<file path="src/commit_pkg.sv">
/*
 * shared widths, functional-unit and operation enums and the
 * op classification helpers of the retire stage
 */
`default_nettype none

package commit_pkg;

  // ------------------------------------------------------------------------
  // widths
  // ------------------------------------------------------------------------
  localparam int unsigned REG_ADDR_W = 5;
  localparam int unsigned CAUSE_W    = 6;
  // accrued fp flags ride in the low cause bits
  localparam int unsigned FFLAGS_W   = 5;
  localparam int unsigned TRANS_ID_W = 3;
  // program counter width
  localparam int unsigned VLEN       = 32;

  // functional unit of a scoreboard entry
  typedef enum logic [2:0] {
    NONE,
    ALU,
    LOAD,
    STORE,
    CTRL_FLOW,
    MULT,
    CSR,
    FPU
  } fu_t;

  // operation subset seen at retire
  typedef enum logic [4:0] {
    // ADD doubles as the csr no-op
    ADD,
    CSR_WRITE,
    CSR_READ,
    CSR_SET,
    CSR_CLEAR,
    FENCE,
    FENCE_I,
    AMO_SWAP,
    AMO_ADD,
    AMO_LR,
    AMO_SC,
    FADD,
    FMUL,
    FLD,
    // fp ops with an integer destination
    FCMP,
    FMV_X,
    OTHER
  } fu_op_t;

  // atomic memory operations
  function automatic logic is_amo(input fu_op_t op);
    return op inside {AMO_SWAP, AMO_ADD, AMO_LR, AMO_SC};
  endfunction

  // ops whose destination lives in the fp register file
  function automatic logic is_rd_fpr(input fu_op_t op);
    return op inside {FADD, FMUL, FLD};
  endfunction

endpackage

`default_nettype wire

</file>
<file path="src/commit_port0.sv">
/*
 * port-0 retire logic: ack, writeback, lsu / csr / fence / amo strobes
 * and the fflags and fp-dirty terms handed to the second port
 */
`timescale 1ns/1ps
`default_nettype none

module commit_port0 #(
  parameter int unsigned XLEN = 32
) (
  // oldest scoreboard entry
  input  wire logic                         instr0_valid_i,
  input  wire commit_pkg::fu_t              instr0_fu_i,
  input  wire commit_pkg::fu_op_t           instr0_op_i,
  input  wire logic [XLEN-1:0]              instr0_result_i,
  input  wire logic                         instr0_ex_valid_i,
  input  wire logic [commit_pkg::CAUSE_W-1:0] instr0_ex_cause_i,
  // controller and cache levels
  input  wire logic                         halt_i,
  input  wire logic                         flush_dcache_i,
  input  wire logic                         single_step_i,
  input  wire logic                         commit_lsu_ready_i,
  input  wire logic                         no_st_pending_i,
  input  wire logic                         amo_ack_i,
  input  wire logic [XLEN-1:0]              amo_result_i,
  input  wire logic [XLEN-1:0]              csr_rdata_i,
  input  wire logic                         csr_ex_valid_i,
  // retire and writeback
  output logic                              ack0_o,
  output logic                              we_gpr0_o,
  output logic                              we_fpr0_o,
  output logic [XLEN-1:0]                   wdata0_o,
  // side effects
  output logic                              commit_lsu_o,
  output logic                              commit_csr_o,
  output commit_pkg::fu_op_t                csr_op_o,
  output logic [XLEN-1:0]                   csr_wdata0_o,
  output logic                              fence_o,
  output logic                              fence_i_o,
  output logic                              amo_valid_commit_o,
  output logic                              flush_commit_o,
  // terms merged by port 1
  output logic                              fflags0_wr_o,
  output logic [commit_pkg::FFLAGS_W-1:0]   fflags0_o,
  output logic                              fp_dirty0_o,
  output logic                              pair_ok_o
);

  import commit_pkg::*;

  logic instr0_is_amo;
  logic instr0_is_fpr;

  assign instr0_is_amo = is_amo(instr0_op_i);
  assign instr0_is_fpr = is_rd_fpr(instr0_op_i);

  // flags of a retiring fp op sit in the low cause bits
  assign fflags0_o = instr0_ex_cause_i[FFLAGS_W-1:0];

  always_comb begin
    ack0_o             = 1'b0;
    we_gpr0_o          = 1'b0;
    we_fpr0_o          = 1'b0;
    // amo result takes the port while the cache answers
    wdata0_o           = (instr0_is_amo && amo_ack_i) ? amo_result_i : instr0_result_i;
    commit_lsu_o       = 1'b0;
    commit_csr_o       = 1'b0;
    // csr no-op
    csr_op_o           = ADD;
    csr_wdata0_o       = '0;
    fence_o            = 1'b0;
    fence_i_o          = 1'b0;
    amo_valid_commit_o = 1'b0;
    flush_commit_o     = 1'b0;
    fflags0_wr_o       = 1'b0;

    // faulting entries and halt requests never retire
    if (instr0_valid_i && !instr0_ex_valid_i && !halt_i) begin
      ack0_o = 1'b1;
      if (instr0_is_fpr) begin
        we_fpr0_o = 1'b1;
      end else begin
        we_gpr0_o = 1'b1;
      end

      // ----------------------------------------------------------------------
      // store commit
      // ----------------------------------------------------------------------
      // stall while the store buffer is full
      if (instr0_fu_i == STORE && !instr0_is_amo) begin
        ack0_o       = commit_lsu_ready_i;
        commit_lsu_o = commit_lsu_ready_i;
      end

      // accrued fp flags
      if (instr0_fu_i == FPU) begin
        csr_wdata0_o = {{(XLEN-FFLAGS_W){1'b0}}, fflags0_o};
        fflags0_wr_o = 1'b1;
        ack0_o       = 1'b1;
      end

      // ----------------------------------------------------------------------
      // csr commit
      // ----------------------------------------------------------------------
      if (instr0_fu_i == CSR) begin
        csr_op_o     = instr0_op_i;
        csr_wdata0_o = instr0_result_i;
        if (!csr_ex_valid_i) begin
          commit_csr_o = 1'b1;
          // old csr value goes to rd
          wdata0_o     = csr_rdata_i;
          ack0_o       = 1'b1;
        end else begin
          ack0_o    = 1'b0;
          we_gpr0_o = 1'b0;
        end
      end

      // ----------------------------------------------------------------------
      // fences
      // ----------------------------------------------------------------------
      // a d$ flush request is served like fence.i on a write-back cache
      if (instr0_op_i == FENCE_I || (flush_dcache_i && instr0_fu_i != STORE)) begin
        ack0_o    = no_st_pending_i;
        fence_i_o = no_st_pending_i;
      end
      // drain the store buffer before flushing the d$
      if (instr0_op_i == FENCE) begin
        ack0_o  = no_st_pending_i;
        fence_o = no_st_pending_i;
      end

      // ----------------------------------------------------------------------
      // amo
      // ----------------------------------------------------------------------
      // held until the response, then the pipeline is flushed
      if (instr0_is_amo) begin
        amo_valid_commit_o = 1'b1;
        ack0_o             = amo_ack_i;
        flush_commit_o     = amo_ack_i;
        we_gpr0_o          = amo_ack_i;
      end
    end
  end

  // any acked fp work marks the f state dirty
  assign fp_dirty0_o = ack0_o & ((instr0_fu_i == FPU) | instr0_is_fpr);

  // second retire only behind a plain port-0 op outside single step
  assign pair_ok_o = ack0_o & (instr0_fu_i != CSR) & ~instr0_is_amo
                   & ~flush_dcache_i & ~single_step_i;

endmodule

`default_nettype wire

</file>
<file path="src/commit_exception.sv">
/*
 * exception select: earlier entry exception over csr exception,
 * masked by halt
 */
`timescale 1ns/1ps
`default_nettype none

module commit_exception #(
  parameter int unsigned XLEN = 32
) (
  input  wire logic                           instr0_valid_i,
  input  wire logic                           instr0_ex_valid_i,
  input  wire logic [commit_pkg::CAUSE_W-1:0] instr0_ex_cause_i,
  input  wire logic [XLEN-1:0]                instr0_ex_tval_i,
  input  wire logic                           csr_ex_valid_i,
  input  wire logic [commit_pkg::CAUSE_W-1:0] csr_ex_cause_i,
  input  wire logic                           halt_i,
  output logic                                ex_valid_o,
  output logic [commit_pkg::CAUSE_W-1:0]      ex_cause_o,
  output logic [XLEN-1:0]                     ex_tval_o
);

  always_comb begin
    ex_valid_o = 1'b0;
    ex_cause_o = '0;
    ex_tval_o  = '0;
    // only a valid entry can trap
    if (instr0_valid_i) begin
      // csr trap keeps the entry tval, which holds the instruction bits
      if (csr_ex_valid_i) begin
        ex_valid_o = 1'b1;
        ex_cause_o = csr_ex_cause_i;
        ex_tval_o  = instr0_ex_tval_i;
      end
      // earlier faults (e.g. page faults) win
      if (instr0_ex_valid_i) begin
        ex_valid_o = 1'b1;
        ex_cause_o = instr0_ex_cause_i;
        ex_tval_o  = instr0_ex_tval_i;
      end
    end
    // no trap is taken while halted
    if (halt_i) begin
      ex_valid_o = 1'b0;
    end
  end

endmodule

`default_nettype wire

</file>
<file path="src/commit_port1.sv">
/*
 * second commit port: retire decision and writeback, plus the fflags,
 * csr write data and fp-dirty merge over both ports
 */
`timescale 1ns/1ps
`default_nettype none

module commit_port1 #(
  parameter int unsigned XLEN = 32
) (
  // second-oldest scoreboard entry
  input  wire logic                           instr1_valid_i,
  input  wire commit_pkg::fu_t                instr1_fu_i,
  input  wire commit_pkg::fu_op_t             instr1_op_i,
  input  wire logic [XLEN-1:0]                instr1_result_i,
  input  wire logic                           instr1_ex_valid_i,
  input  wire logic [commit_pkg::CAUSE_W-1:0] instr1_ex_cause_i,
  // from port 0 and the exception select
  input  wire logic                           pair_ok_i,
  input  wire logic                           ex_valid_i,
  input  wire logic                           fflags0_wr_i,
  input  wire logic [commit_pkg::FFLAGS_W-1:0] fflags0_i,
  input  wire logic [XLEN-1:0]                csr_wdata0_i,
  input  wire logic                           fp_dirty0_i,
  // retire and writeback
  output logic                                ack1_o,
  output logic                                we_gpr1_o,
  output logic                                we_fpr1_o,
  output logic [XLEN-1:0]                     wdata1_o,
  // merged csr side
  output logic [XLEN-1:0]                     csr_wdata_o,
  output logic                                csr_write_fflags_o,
  output logic                                dirty_fp_state_o
);

  import commit_pkg::*;

  logic                instr1_is_fpr;
  logic                fu1_ok;
  logic                fpu1_ack;
  logic [FFLAGS_W-1:0] fflags1;
  logic [FFLAGS_W-1:0] fflags_merged;

  assign instr1_is_fpr = is_rd_fpr(instr1_op_i);
  assign fflags1       = instr1_ex_cause_i[FFLAGS_W-1:0];

  // only units without side effects may retire second
  assign fu1_ok = instr1_fu_i inside {ALU, LOAD, CTRL_FLOW, MULT, FPU};

  // ------------------------------------------------------------------------
  // retire decision
  // ------------------------------------------------------------------------
  assign ack1_o    = pair_ok_i & instr1_valid_i & ~ex_valid_i & ~instr1_ex_valid_i & fu1_ok;
  assign we_fpr1_o = ack1_o & instr1_is_fpr;
  assign we_gpr1_o = ack1_o & ~instr1_is_fpr;
  assign wdata1_o  = instr1_result_i;

  // ------------------------------------------------------------------------
  // fflags merge
  // ------------------------------------------------------------------------
  assign fpu1_ack = ack1_o & (instr1_fu_i == FPU);

  // both ports raise flags in the same cycle, so none may be lost
  assign fflags_merged = fflags0_wr_i ? (fflags0_i | fflags1) : fflags1;

  assign csr_wdata_o = fpu1_ack ? {{(XLEN-FFLAGS_W){1'b0}}, fflags_merged} : csr_wdata0_i;

  assign csr_write_fflags_o = fflags0_wr_i | fpu1_ack;

  // f state goes dirty on either port
  assign dirty_fp_state_o = fp_dirty0_i | fpu1_ack | (ack1_o & instr1_is_fpr);

endmodule

`default_nettype wire

</file>
<file path="src/commit_stage.sv">
/*
 * dual-port retire stage top: port-0 logic, exception select and
 * second-port unit wired to the scoreboard and csr interfaces
 */
`timescale 1ns/1ps
`default_nettype none

module commit_stage #(
  parameter int unsigned XLEN = 32
) (
  // scoreboard entry 0
  input  wire logic                              instr0_valid_i,
  input  wire commit_pkg::fu_t                   instr0_fu_i,
  input  wire commit_pkg::fu_op_t                instr0_op_i,
  input  wire logic [commit_pkg::REG_ADDR_W-1:0] instr0_rd_i,
  input  wire logic [XLEN-1:0]                   instr0_result_i,
  input  wire logic                              instr0_ex_valid_i,
  input  wire logic [commit_pkg::CAUSE_W-1:0]    instr0_ex_cause_i,
  input  wire logic [XLEN-1:0]                   instr0_ex_tval_i,
  input  wire logic [commit_pkg::TRANS_ID_W-1:0] instr0_trans_id_i,
  input  wire logic [commit_pkg::VLEN-1:0]       instr0_pc_i,
  // scoreboard entry 1
  input  wire logic                              instr1_valid_i,
  input  wire commit_pkg::fu_t                   instr1_fu_i,
  input  wire commit_pkg::fu_op_t                instr1_op_i,
  input  wire logic [commit_pkg::REG_ADDR_W-1:0] instr1_rd_i,
  input  wire logic [XLEN-1:0]                   instr1_result_i,
  input  wire logic                              instr1_ex_valid_i,
  input  wire logic [commit_pkg::CAUSE_W-1:0]    instr1_ex_cause_i,
  input  wire logic [XLEN-1:0]                   instr1_ex_tval_i,
  // controller, cache and csr levels
  input  wire logic                              halt_i,
  input  wire logic                              flush_dcache_i,
  input  wire logic                              single_step_i,
  input  wire logic                              commit_lsu_ready_i,
  input  wire logic                              no_st_pending_i,
  input  wire logic                              amo_ack_i,
  input  wire logic [XLEN-1:0]                   amo_result_i,
  input  wire logic [XLEN-1:0]                   csr_rdata_i,
  input  wire logic                              csr_ex_valid_i,
  input  wire logic [commit_pkg::CAUSE_W-1:0]    csr_ex_cause_i,
  // retire and register file writeback
  output logic [1:0]                             commit_ack_o,
  output logic [1:0]                             we_gpr_o,
  output logic [1:0]                             we_fpr_o,
  output logic [1:0][XLEN-1:0]                   wdata_o,
  output logic [1:0][commit_pkg::REG_ADDR_W-1:0] waddr_o,
  output logic [commit_pkg::TRANS_ID_W-1:0]      commit_tran_id_o,
  output logic [commit_pkg::VLEN-1:0]            pc_o,
  // selected exception
  output logic                                   ex_valid_o,
  output logic [commit_pkg::CAUSE_W-1:0]         ex_cause_o,
  output logic [XLEN-1:0]                        ex_tval_o,
  // csr file
  output commit_pkg::fu_op_t                     csr_op_o,
  output logic [XLEN-1:0]                        csr_wdata_o,
  output logic                                   csr_write_fflags_o,
  output logic                                   commit_csr_o,
  output logic                                   dirty_fp_state_o,
  // lsu and controller strobes
  output logic                                   commit_lsu_o,
  output logic                                   amo_valid_commit_o,
  output logic                                   fence_o,
  output logic                                   fence_i_o,
  output logic                                   flush_commit_o
);

  import commit_pkg::*;

  // port 0 to port 1
  logic                pair_ok;
  logic                fflags0_wr;
  logic [FFLAGS_W-1:0] fflags0;
  logic [XLEN-1:0]     csr_wdata0;
  logic                fp_dirty0;

  // straight pass-through of the head entry
  assign waddr_o[0]       = instr0_rd_i;
  assign waddr_o[1]       = instr1_rd_i;
  assign pc_o             = instr0_pc_i;
  assign commit_tran_id_o = instr0_trans_id_i;

  // ------------------------------------------------------------------------
  // port 0
  // ------------------------------------------------------------------------
  commit_port0 #(
    .XLEN(XLEN)
  ) commit_port0_i (
    .instr0_valid_i     (instr0_valid_i),
    .instr0_fu_i        (instr0_fu_i),
    .instr0_op_i        (instr0_op_i),
    .instr0_result_i    (instr0_result_i),
    .instr0_ex_valid_i  (instr0_ex_valid_i),
    .instr0_ex_cause_i  (instr0_ex_cause_i),
    .halt_i             (halt_i),
    .flush_dcache_i     (flush_dcache_i),
    .single_step_i      (single_step_i),
    .commit_lsu_ready_i (commit_lsu_ready_i),
    .no_st_pending_i    (no_st_pending_i),
    .amo_ack_i          (amo_ack_i),
    .amo_result_i       (amo_result_i),
    .csr_rdata_i        (csr_rdata_i),
    .csr_ex_valid_i     (csr_ex_valid_i),
    .ack0_o             (commit_ack_o[0]),
    .we_gpr0_o          (we_gpr_o[0]),
    .we_fpr0_o          (we_fpr_o[0]),
    .wdata0_o           (wdata_o[0]),
    .commit_lsu_o       (commit_lsu_o),
    .commit_csr_o       (commit_csr_o),
    .csr_op_o           (csr_op_o),
    .csr_wdata0_o       (csr_wdata0),
    .fence_o            (fence_o),
    .fence_i_o          (fence_i_o),
    .amo_valid_commit_o (amo_valid_commit_o),
    .flush_commit_o     (flush_commit_o),
    .fflags0_wr_o       (fflags0_wr),
    .fflags0_o          (fflags0),
    .fp_dirty0_o        (fp_dirty0),
    .pair_ok_o          (pair_ok)
  );

  // exception select runs beside port 0
  commit_exception #(
    .XLEN(XLEN)
  ) commit_exception_i (
    .instr0_valid_i    (instr0_valid_i),
    .instr0_ex_valid_i (instr0_ex_valid_i),
    .instr0_ex_cause_i (instr0_ex_cause_i),
    .instr0_ex_tval_i  (instr0_ex_tval_i),
    .csr_ex_valid_i    (csr_ex_valid_i),
    .csr_ex_cause_i    (csr_ex_cause_i),
    .halt_i            (halt_i),
    .ex_valid_o        (ex_valid_o),
    .ex_cause_o        (ex_cause_o),
    .ex_tval_o         (ex_tval_o)
  );

  // ------------------------------------------------------------------------
  // port 1 and merge
  // ------------------------------------------------------------------------
  commit_port1 #(
    .XLEN(XLEN)
  ) commit_port1_i (
    .instr1_valid_i     (instr1_valid_i),
    .instr1_fu_i        (instr1_fu_i),
    .instr1_op_i        (instr1_op_i),
    .instr1_result_i    (instr1_result_i),
    .instr1_ex_valid_i  (instr1_ex_valid_i),
    .instr1_ex_cause_i  (instr1_ex_cause_i),
    .pair_ok_i          (pair_ok),
    .ex_valid_i         (ex_valid_o),
    .fflags0_wr_i       (fflags0_wr),
    .fflags0_i          (fflags0),
    .csr_wdata0_i       (csr_wdata0),
    .fp_dirty0_i        (fp_dirty0),
    .ack1_o             (commit_ack_o[1]),
    .we_gpr1_o          (we_gpr_o[1]),
    .we_fpr1_o          (we_fpr_o[1]),
    .wdata1_o           (wdata_o[1]),
    .csr_wdata_o        (csr_wdata_o),
    .csr_write_fflags_o (csr_write_fflags_o),
    .dirty_fp_state_o   (dirty_fp_state_o)
  );

endmodule

`default_nettype wire

</file>
<file path="config.mk">
export PLATFORM = sky130hd
export DESIGN_NAME = commit_stage
export DESIGN_NICKNAME = d
export VERILOG_FILES = /design/src/commit_pkg.sv /design/src/commit_port0.sv /design/src/commit_exception.sv /design/src/commit_port1.sv /design/src/commit_stage.sv
export SDC_FILE = /design/constraint.sdc
export NUM_CORES = 1
export LEC_CHECK = 0
export BUFFER_PORTS_ARGS = -buffer_cell sky130_fd_sc_hd__buf_4
export CELL_PAD_IN_SITES_DETAIL_PLACEMENT = 1
export CELL_PAD_IN_SITES_GLOBAL_PLACEMENT = 2
export CORE_AREA = 3 3 187 189
export DETAILED_ROUTE_END_ITERATION = 7
export DIE_AREA = 0 0 190 192
export GPL_ROUTABILITY_DRIVEN = 0
export PLACE_DENSITY_LB_ADDON = 0.1
export REMOVE_ABC_BUFFERS = 1
export SLEW_MARGIN = 20
export SYNTH_ARGS = -nofsm -noshare
export SYNTH_HDL_FRONTEND = slang
export SYNTH_SLANG_ARGS = --single-unit
</file>
<file path="constraint.sdc">
create_clock -name vclk -period 4.7
set_input_delay 0.705 -clock vclk [all_inputs]
set_output_delay 0.705 -clock vclk [all_outputs]
set_load 0.01 [all_outputs]
</file>
=== Word-level counts from Yosys, hierarchy flattened ===
Cells that the tools add are included.
Widths: inputs -> output; s select.

* Muxes and demuxes: 50
* Bitwise operators: 23
* Equality and inequality tests: 22
* Reductions and logical operators: 13

{| class="wikitable"
|+ Operators by type and width
! operator !! count
|-
| $mux 32 || 10
|-
| $eq 5x4->1 const B || 9
|-
| $mux 1 || 33
|-
| $mux 5 || 4
|-
| $mux 6 || 3
|-
| $eq 3x3->1 const B || 5
|-
| $eq 5x3->1 const B || 3
|-
| $and 1x1->1 || 12
|-
| $eq 3x2->1 const B || 2
|-
| $not 1->1 || 6
|-
| $reduce_bool 3->1 || 2
|-
| $logic_and 1x1->1 || 5
|-
| $or 5x5->5 || 1
|-
| $reduce_bool 5->1 || 1
|-
| $or 1x1->1 || 4
|-
| $reduce_bool 4->1 || 1
|-
| $eq 3x1->1 const B || 1
|-
| $logic_not 1->1 || 3
|-
| $ne 3x2->1 const B || 1
|-
| $ne 3x3->1 const B || 1
|-
| $logic_or 1x1->1 || 1
|}

* Logic and storage cells: 108
* Flip-flop bits (word level): 0
* Input bits: 282
* Output and inout port bits: 199

=== Depth between registers and ports, before layout ===
* Word-level depth: 22
* Gate-level depth with buffers: 8
* Mapped depth without buffers: 5

=== Cells and area by module ===
A second synthesis with hierarchy kept.

* Cell total of the unflattened synthesis: 442
* Area total of the unflattened synthesis: 3108.0 µm²

{| class="wikitable"
|+ Modules (own cells, without submodules)
! module !! area each (µm²) !! cells each !! instances !! sequential area each (µm²)
|-
| commit_port0 || 1717.9 || 252 || 1 || 0.0
|-
| commit_port1 || 666.9 || 99 || 1 || 0.0
|-
| commit_exception || 385.4 || 46 || 1 || 0.0
|-
| commit_stage || 337.8 || 45 || 1 || 0.0
|}

=== Worst setup path before layout ===
OpenSTA, ideal clock, no wires.

* Path kind: input port to output port
* Start: input port instr0_ex_valid_i
* End: output port wdata_o[10] (netlist bit)
* Required time: 3.995 ns
* Arrival: 1.929 ns
* Stages on the path: 8
* Slack: 2.066 ns
* Buffers on the path: 4
* Path through: clkbuf_1 -> or2_1 -> buf_6 -> nor3_4 -> buf_6 -> clkbuf_4 -> nand2_1 -> o21ai_1

{| class="wikitable"
|+ RTL lines
! what !! line !! source
|-
| start: declaration || commit_stage.sv:17 || <nowiki>input wire logic instr0_ex_valid_i,</nowiki>
|-
| end: declaration || commit_stage.sv:46 || <nowiki>output logic [1:0][XLEN-1:0] wdata_o,</nowiki>
|}

=== Final worst setup path ===
* Start: input port halt_i
* End: output port csr_wdata_o[0]

* Longest elaborated chain between the ends: 13
* Elaborated cells between the ends (all ways): 18
* Classes of those cells: mux (6); bitwise (10); reduce/logical (2)

{| class="wikitable"
|+ Ends and longest elaborated chain
! what !! line !! source
|-
| start: declaration || commit_stage.sv:32 || <nowiki>input wire logic halt_i,</nowiki>
|-
| $logic_not 1->1 || commit_port0.sv:78 || <nowiki>if (instr0_valid_i && !instr0_ex_valid_i && !halt_i) begin</nowiki>
|-
| $logic_and 1x1->1 || commit_port0.sv:78 ||
|-
| $mux 1 || commit_port0.sv:78 ||
|-
| $and 1x1->1 (2 in a row) || commit_port0.sv:150 || <nowiki>assign pair_ok_o = ack0_o & (instr0_fu_i != CSR) & ~instr0_is_amo</nowiki>
|-
| $and 1x1->1 (2 in a row) || commit_port0.sv:151 || <nowiki>& ~flush_dcache_i & ~single_step_i;</nowiki>
|-
| $and 1x1->1 (4 in a row) || commit_port1.sv:53 || <nowiki>assign ack1_o = pair_ok_i & instr1_valid_i & ~ex_valid_i & ~instr1_ex_valid_i & fu1_ok;</nowiki>
|-
| $and 1x1->1 || commit_port1.sv:61 || <nowiki>assign fpu1_ack = ack1_o & (instr1_fu_i == FPU);</nowiki>
|-
| $mux 32 * || commit_port1.sv:66 || <nowiki>assign csr_wdata_o = fpu1_ack ? {{(XLEN-FFLAGS_W){1'b0}}, fflags_merged} : csr_wdata0_i;</nowiki>
|-
| end: declaration || commit_stage.sv:56 || <nowiki>output logic [XLEN-1:0] csr_wdata_o,</nowiki>
|}

Mark *: on every way between the ends. The rest lies on a longest branch, timed or not.

==> flow_summary.yaml <==
critical_path:
  critPathCaptureType: "primary output"
  crit_path_top_delay_cell: "sky130_fd_sc_hd__nand4_1"
  cp_slowest_stage_delay_ns: 0.44
  cpMostUsedCell: "sky130_fd_sc_hd__buf_4"
  worstPathRequired_ns: 3.99
  signal_arrival_time_at_the_worst_endpoint_ns: 2.61
  criticalPathCategory: "primary input to primary output"
  timing.critical_path.fanout_max: 10
  crit_path_start_kind: "primary input"
  timing.critical_path.cells: "buf_4 > nand2b_1 > or2_1 > a21oi_1 > nand4_1 > o21ai_1 > buf_4"
grt:
  grt_start_max_net_pins: 66
  antenna_found_initial: 0
  global_route.peak_usage_layer: "met2"
  globalRouteMet2Util_pct: 18.5
  grtUsageMet3_pct: 16.6
  grt_pass1_vias: 3698
  grtUsageMet1_pct: 11.3
  first_pass_grt_wire_length_um: 32400
  global_route.usage.total_pct: 12.7
  grt-ovfl-total: 0
power:
  power_frac_seq_pct: 0
  internal-power_uw: 180
  power.switching_fraction_pct: 42.0
  vdd_ir_drop_max_v: 0.0000191
  total_leakage_power_nw: 2.16
  power_density_nw_per_um2: 69.0
  switching_component_of_the_power_uw: 131
  pwr-share-clk_pct: 0
  share_comb_of_total_power_pct: 100.0
worst_hold_path:
  worst_hold_path_type: "primary input to primary output"
yosys:
  simple_gate_portion_of_the_synthesized_area_pct: 34.0
  synth_compound_gate_area_share_pct: 16.6
  syn-cell-area_um2: 2470
  ys_types: 39
  synthAdderAreaFrac_pct: 0
  syn-instance-count: 363
  yosysWarnings: 0
  synthXorXnorAreaFrac_pct: 0.708
  yosysSeqAreaShare_pct: 0
  synth_mux_area_share_pct: 14.8
  syn_area_per_cell_um2: 6.82
  synth_top_family_by_area: "simple AND/OR/NAND/NOR gates"
place:
  place.port_buffers: 294
  placed_cells_incl_taps: 1004
  dpl.hpwl_um: 22600
  postPlaceCellArea_um2: 4510
cells_and_area:
  drive_gt1_share_pct: 58.5
  utilization_pct: 13.5
  fin_nets: 840
  stdcell_count: 1004
  layout.clock_buffers: 0
  seq_area_um2: 0
  ff_latch_count: 0
  multiInputGateArea_um2: 1650
  synthToLayoutAreaGrowth_pct: 82.1
  fillCellCount: 4070
  count_of_antenna_diodes_in_the_layout: 0
  final_cell_area_um2: 4510
sta:
  setup_viol: 0
  totalNegativeSetupSlack_ns: 0
  timing_worst_slew_pin_value_ns: 0.933
  final_cycle_utilization_of_the_critical_path_pct: 70.5
  timing.final.hold_violations: 0
  unrepaired_setup_endpoints_after_global_routing: "false"
  max-slew-margin-rel_pct: 37.5
  timing.fmax_ghz: 0.302
  timing_max_transition_violations_final: 0
  layout_min_cycle_time_ns: 3.31
route:
  vias: 3473
  vias_per_cell: 3.46
  drc_errors: 0
  route.detailed.wl_per_inst_um: 25.2
  drt_iter0_markers: 92
  pre_repair_dr_iteration_count: 4
  drtAntennaViolNets: 0
  routed_wirelength_um: 25300
job:
  max_cap_violations: 0
cts:
  number_of_instances_resized_during_post_cts_repair: 0
  hold_buffers: 0
  cts_post_setup_buffers_inserted: 0
die:
  start_util_pct: 7.40
  fp.dieArea_um2: 36500
  rows: 67
  die_height_um: 192
  floorplan.die.width_um: 190
  core_region_area_um2: 33400
  ioPinCount: 481
outcome:
  status: "completed"
==> power by group through the flow <==
| stage | clock network (mW) | registers (mW) | logic [mW] |
|---|---|---|---|
| 2_1_floorplan | 0 | 0 | 0.0982 |
| 3_3_place_gp | 0 | 0 | 0.318 |
| 3_5_place_dp | 0 | 0 | 0.320 |
| 4_1_cts | 0 | 0 | 0.321 |
| 5_1_grt | 0 | 0 | 0.341 |
| 6_report | 0 | 0 | 0.311 |
==> cell type report <==
type | count | share of cell area (%)
Timing Repair Buffer | 298 | 50.2
Multi-Input combinational cell | 249 | 36.6
Tap cell | 448 | 12.4
Inverter | 9 | 0.750
==> cell usage after synthesis, drive strengths merged <==
| master | count | share of area, % |
|---|---|---|
| mux2 | 2 | 0.91 |
| a21oi | 4 | 0.81 |
| nand3b | 4 | 1.2 |
| and3b | 2 | 0.71 |
| or2 | 2 | 0.51 |
| nand4 | 1 | 0.25 |
| nand3 | 2 | 0.40 |
| nor3b | 2 | 0.81 |
| or4b | 1 | 0.40 |
| o31ai | 1 | 0.30 |
| nor2 | 13 | 2.0 |
| nor2b | 10 | 2.5 |
| mux2i | 34 | 14 |
| a22oi | 12 | 3.6 |
| a31oi | 1 | 0.25 |
| clkbuf | 13 | 2.3 |
| nand2 | 37 | 5.7 |
| inv | 9 | 1.4 |
| o2111ai | 1 | 0.35 |
| and2 | 32 | 8.1 |
| nand2b | 6 | 1.5 |
| and3 | 34 | 8.6 |
| a32oi | 1 | 0.35 |
| buf | 92 | 30 |
| xor2 | 2 | 0.71 |
| o21a | 2 | 0.61 |
| nor3 | 4 | 1.3 |
| o21ai | 39 | 10 |
==> path summary, 6_finish.rpt <==
kind	start	end	slack (ns)	depth (start not counted)
worst max-delay path	halt_i	csr_wdata_o[0]	1.39	7
worst min-delay path	instr0_pc_i[10]	pc_o[10]	1.41	0
==> cell families after synthesis <==
family / count (synthesis)
and+or+nand+nor: 150
muxes: 36
buffers and inverters: 114
AOI/OAI and AO/OA: 61
xor gates and xnor gates: 2
==> metal layers <==
metal / vias to the layer above / wire length (µm) / share of wire [%]
met2: 387 / 10000 / 40
met1: 1537 / 7790 / 31
met4: 4 / 60 / 0.24
met5: - / 250 / 0.99
met3: 8 / 7160 / 28
li1: 1537 / - / -
==> per-stage QoR <==
step	setup slack, ns	power, mW	hold slack (ns)
finish	1.39	0.311	1.41
global route	1.17	0.341	1.41
CTS	1.31	0.321	1.41
detailed placement	1.31	0.320	1.41
global placement	1.33	0.318	1.41
floorplan	0.813	0.0982	1.41
==> critical path: cells and delay by family <==
kind / cells / cell delay (ns)
buf+inv: 2 / 0.25
simple gates: 3 / 1.02
compound gates: 2 / 0.62
==> cells in the final DEF, fill, tap and decap left out, types with 2 or more instances in the layout <==
cell / count
sky130_fd_sc_hd__buf_4: 296
sky130_fd_sc_hd__nand2_1: 36
sky130_fd_sc_hd__and3_1: 33
sky130_fd_sc_hd__mux2i_1: 33
sky130_fd_sc_hd__and2_1: 32
sky130_fd_sc_hd__o21ai_1: 20
sky130_fd_sc_hd__o21ai_2: 16
sky130_fd_sc_hd__a22oi_1: 12
sky130_fd_sc_hd__nor2_1: 11
sky130_fd_sc_hd__nor2b_1: 9
sky130_fd_sc_hd__inv_1: 9
sky130_fd_sc_hd__nand2b_1: 6
sky130_fd_sc_hd__nand3b_1: 4
sky130_fd_sc_hd__a21oi_1: 4
sky130_fd_sc_hd__o21ai_0: 3
sky130_fd_sc_hd__nor3_1: 3
sky130_fd_sc_hd__mux2_2: 2
sky130_fd_sc_hd__and3b_1: 2
sky130_fd_sc_hd__xor2_1: 2
sky130_fd_sc_hd__nand3_1: 2
sky130_fd_sc_hd__o21a_1: 2
sky130_fd_sc_hd__buf_12: 2
Note: power is estimated with default switching activity, not from simulation.
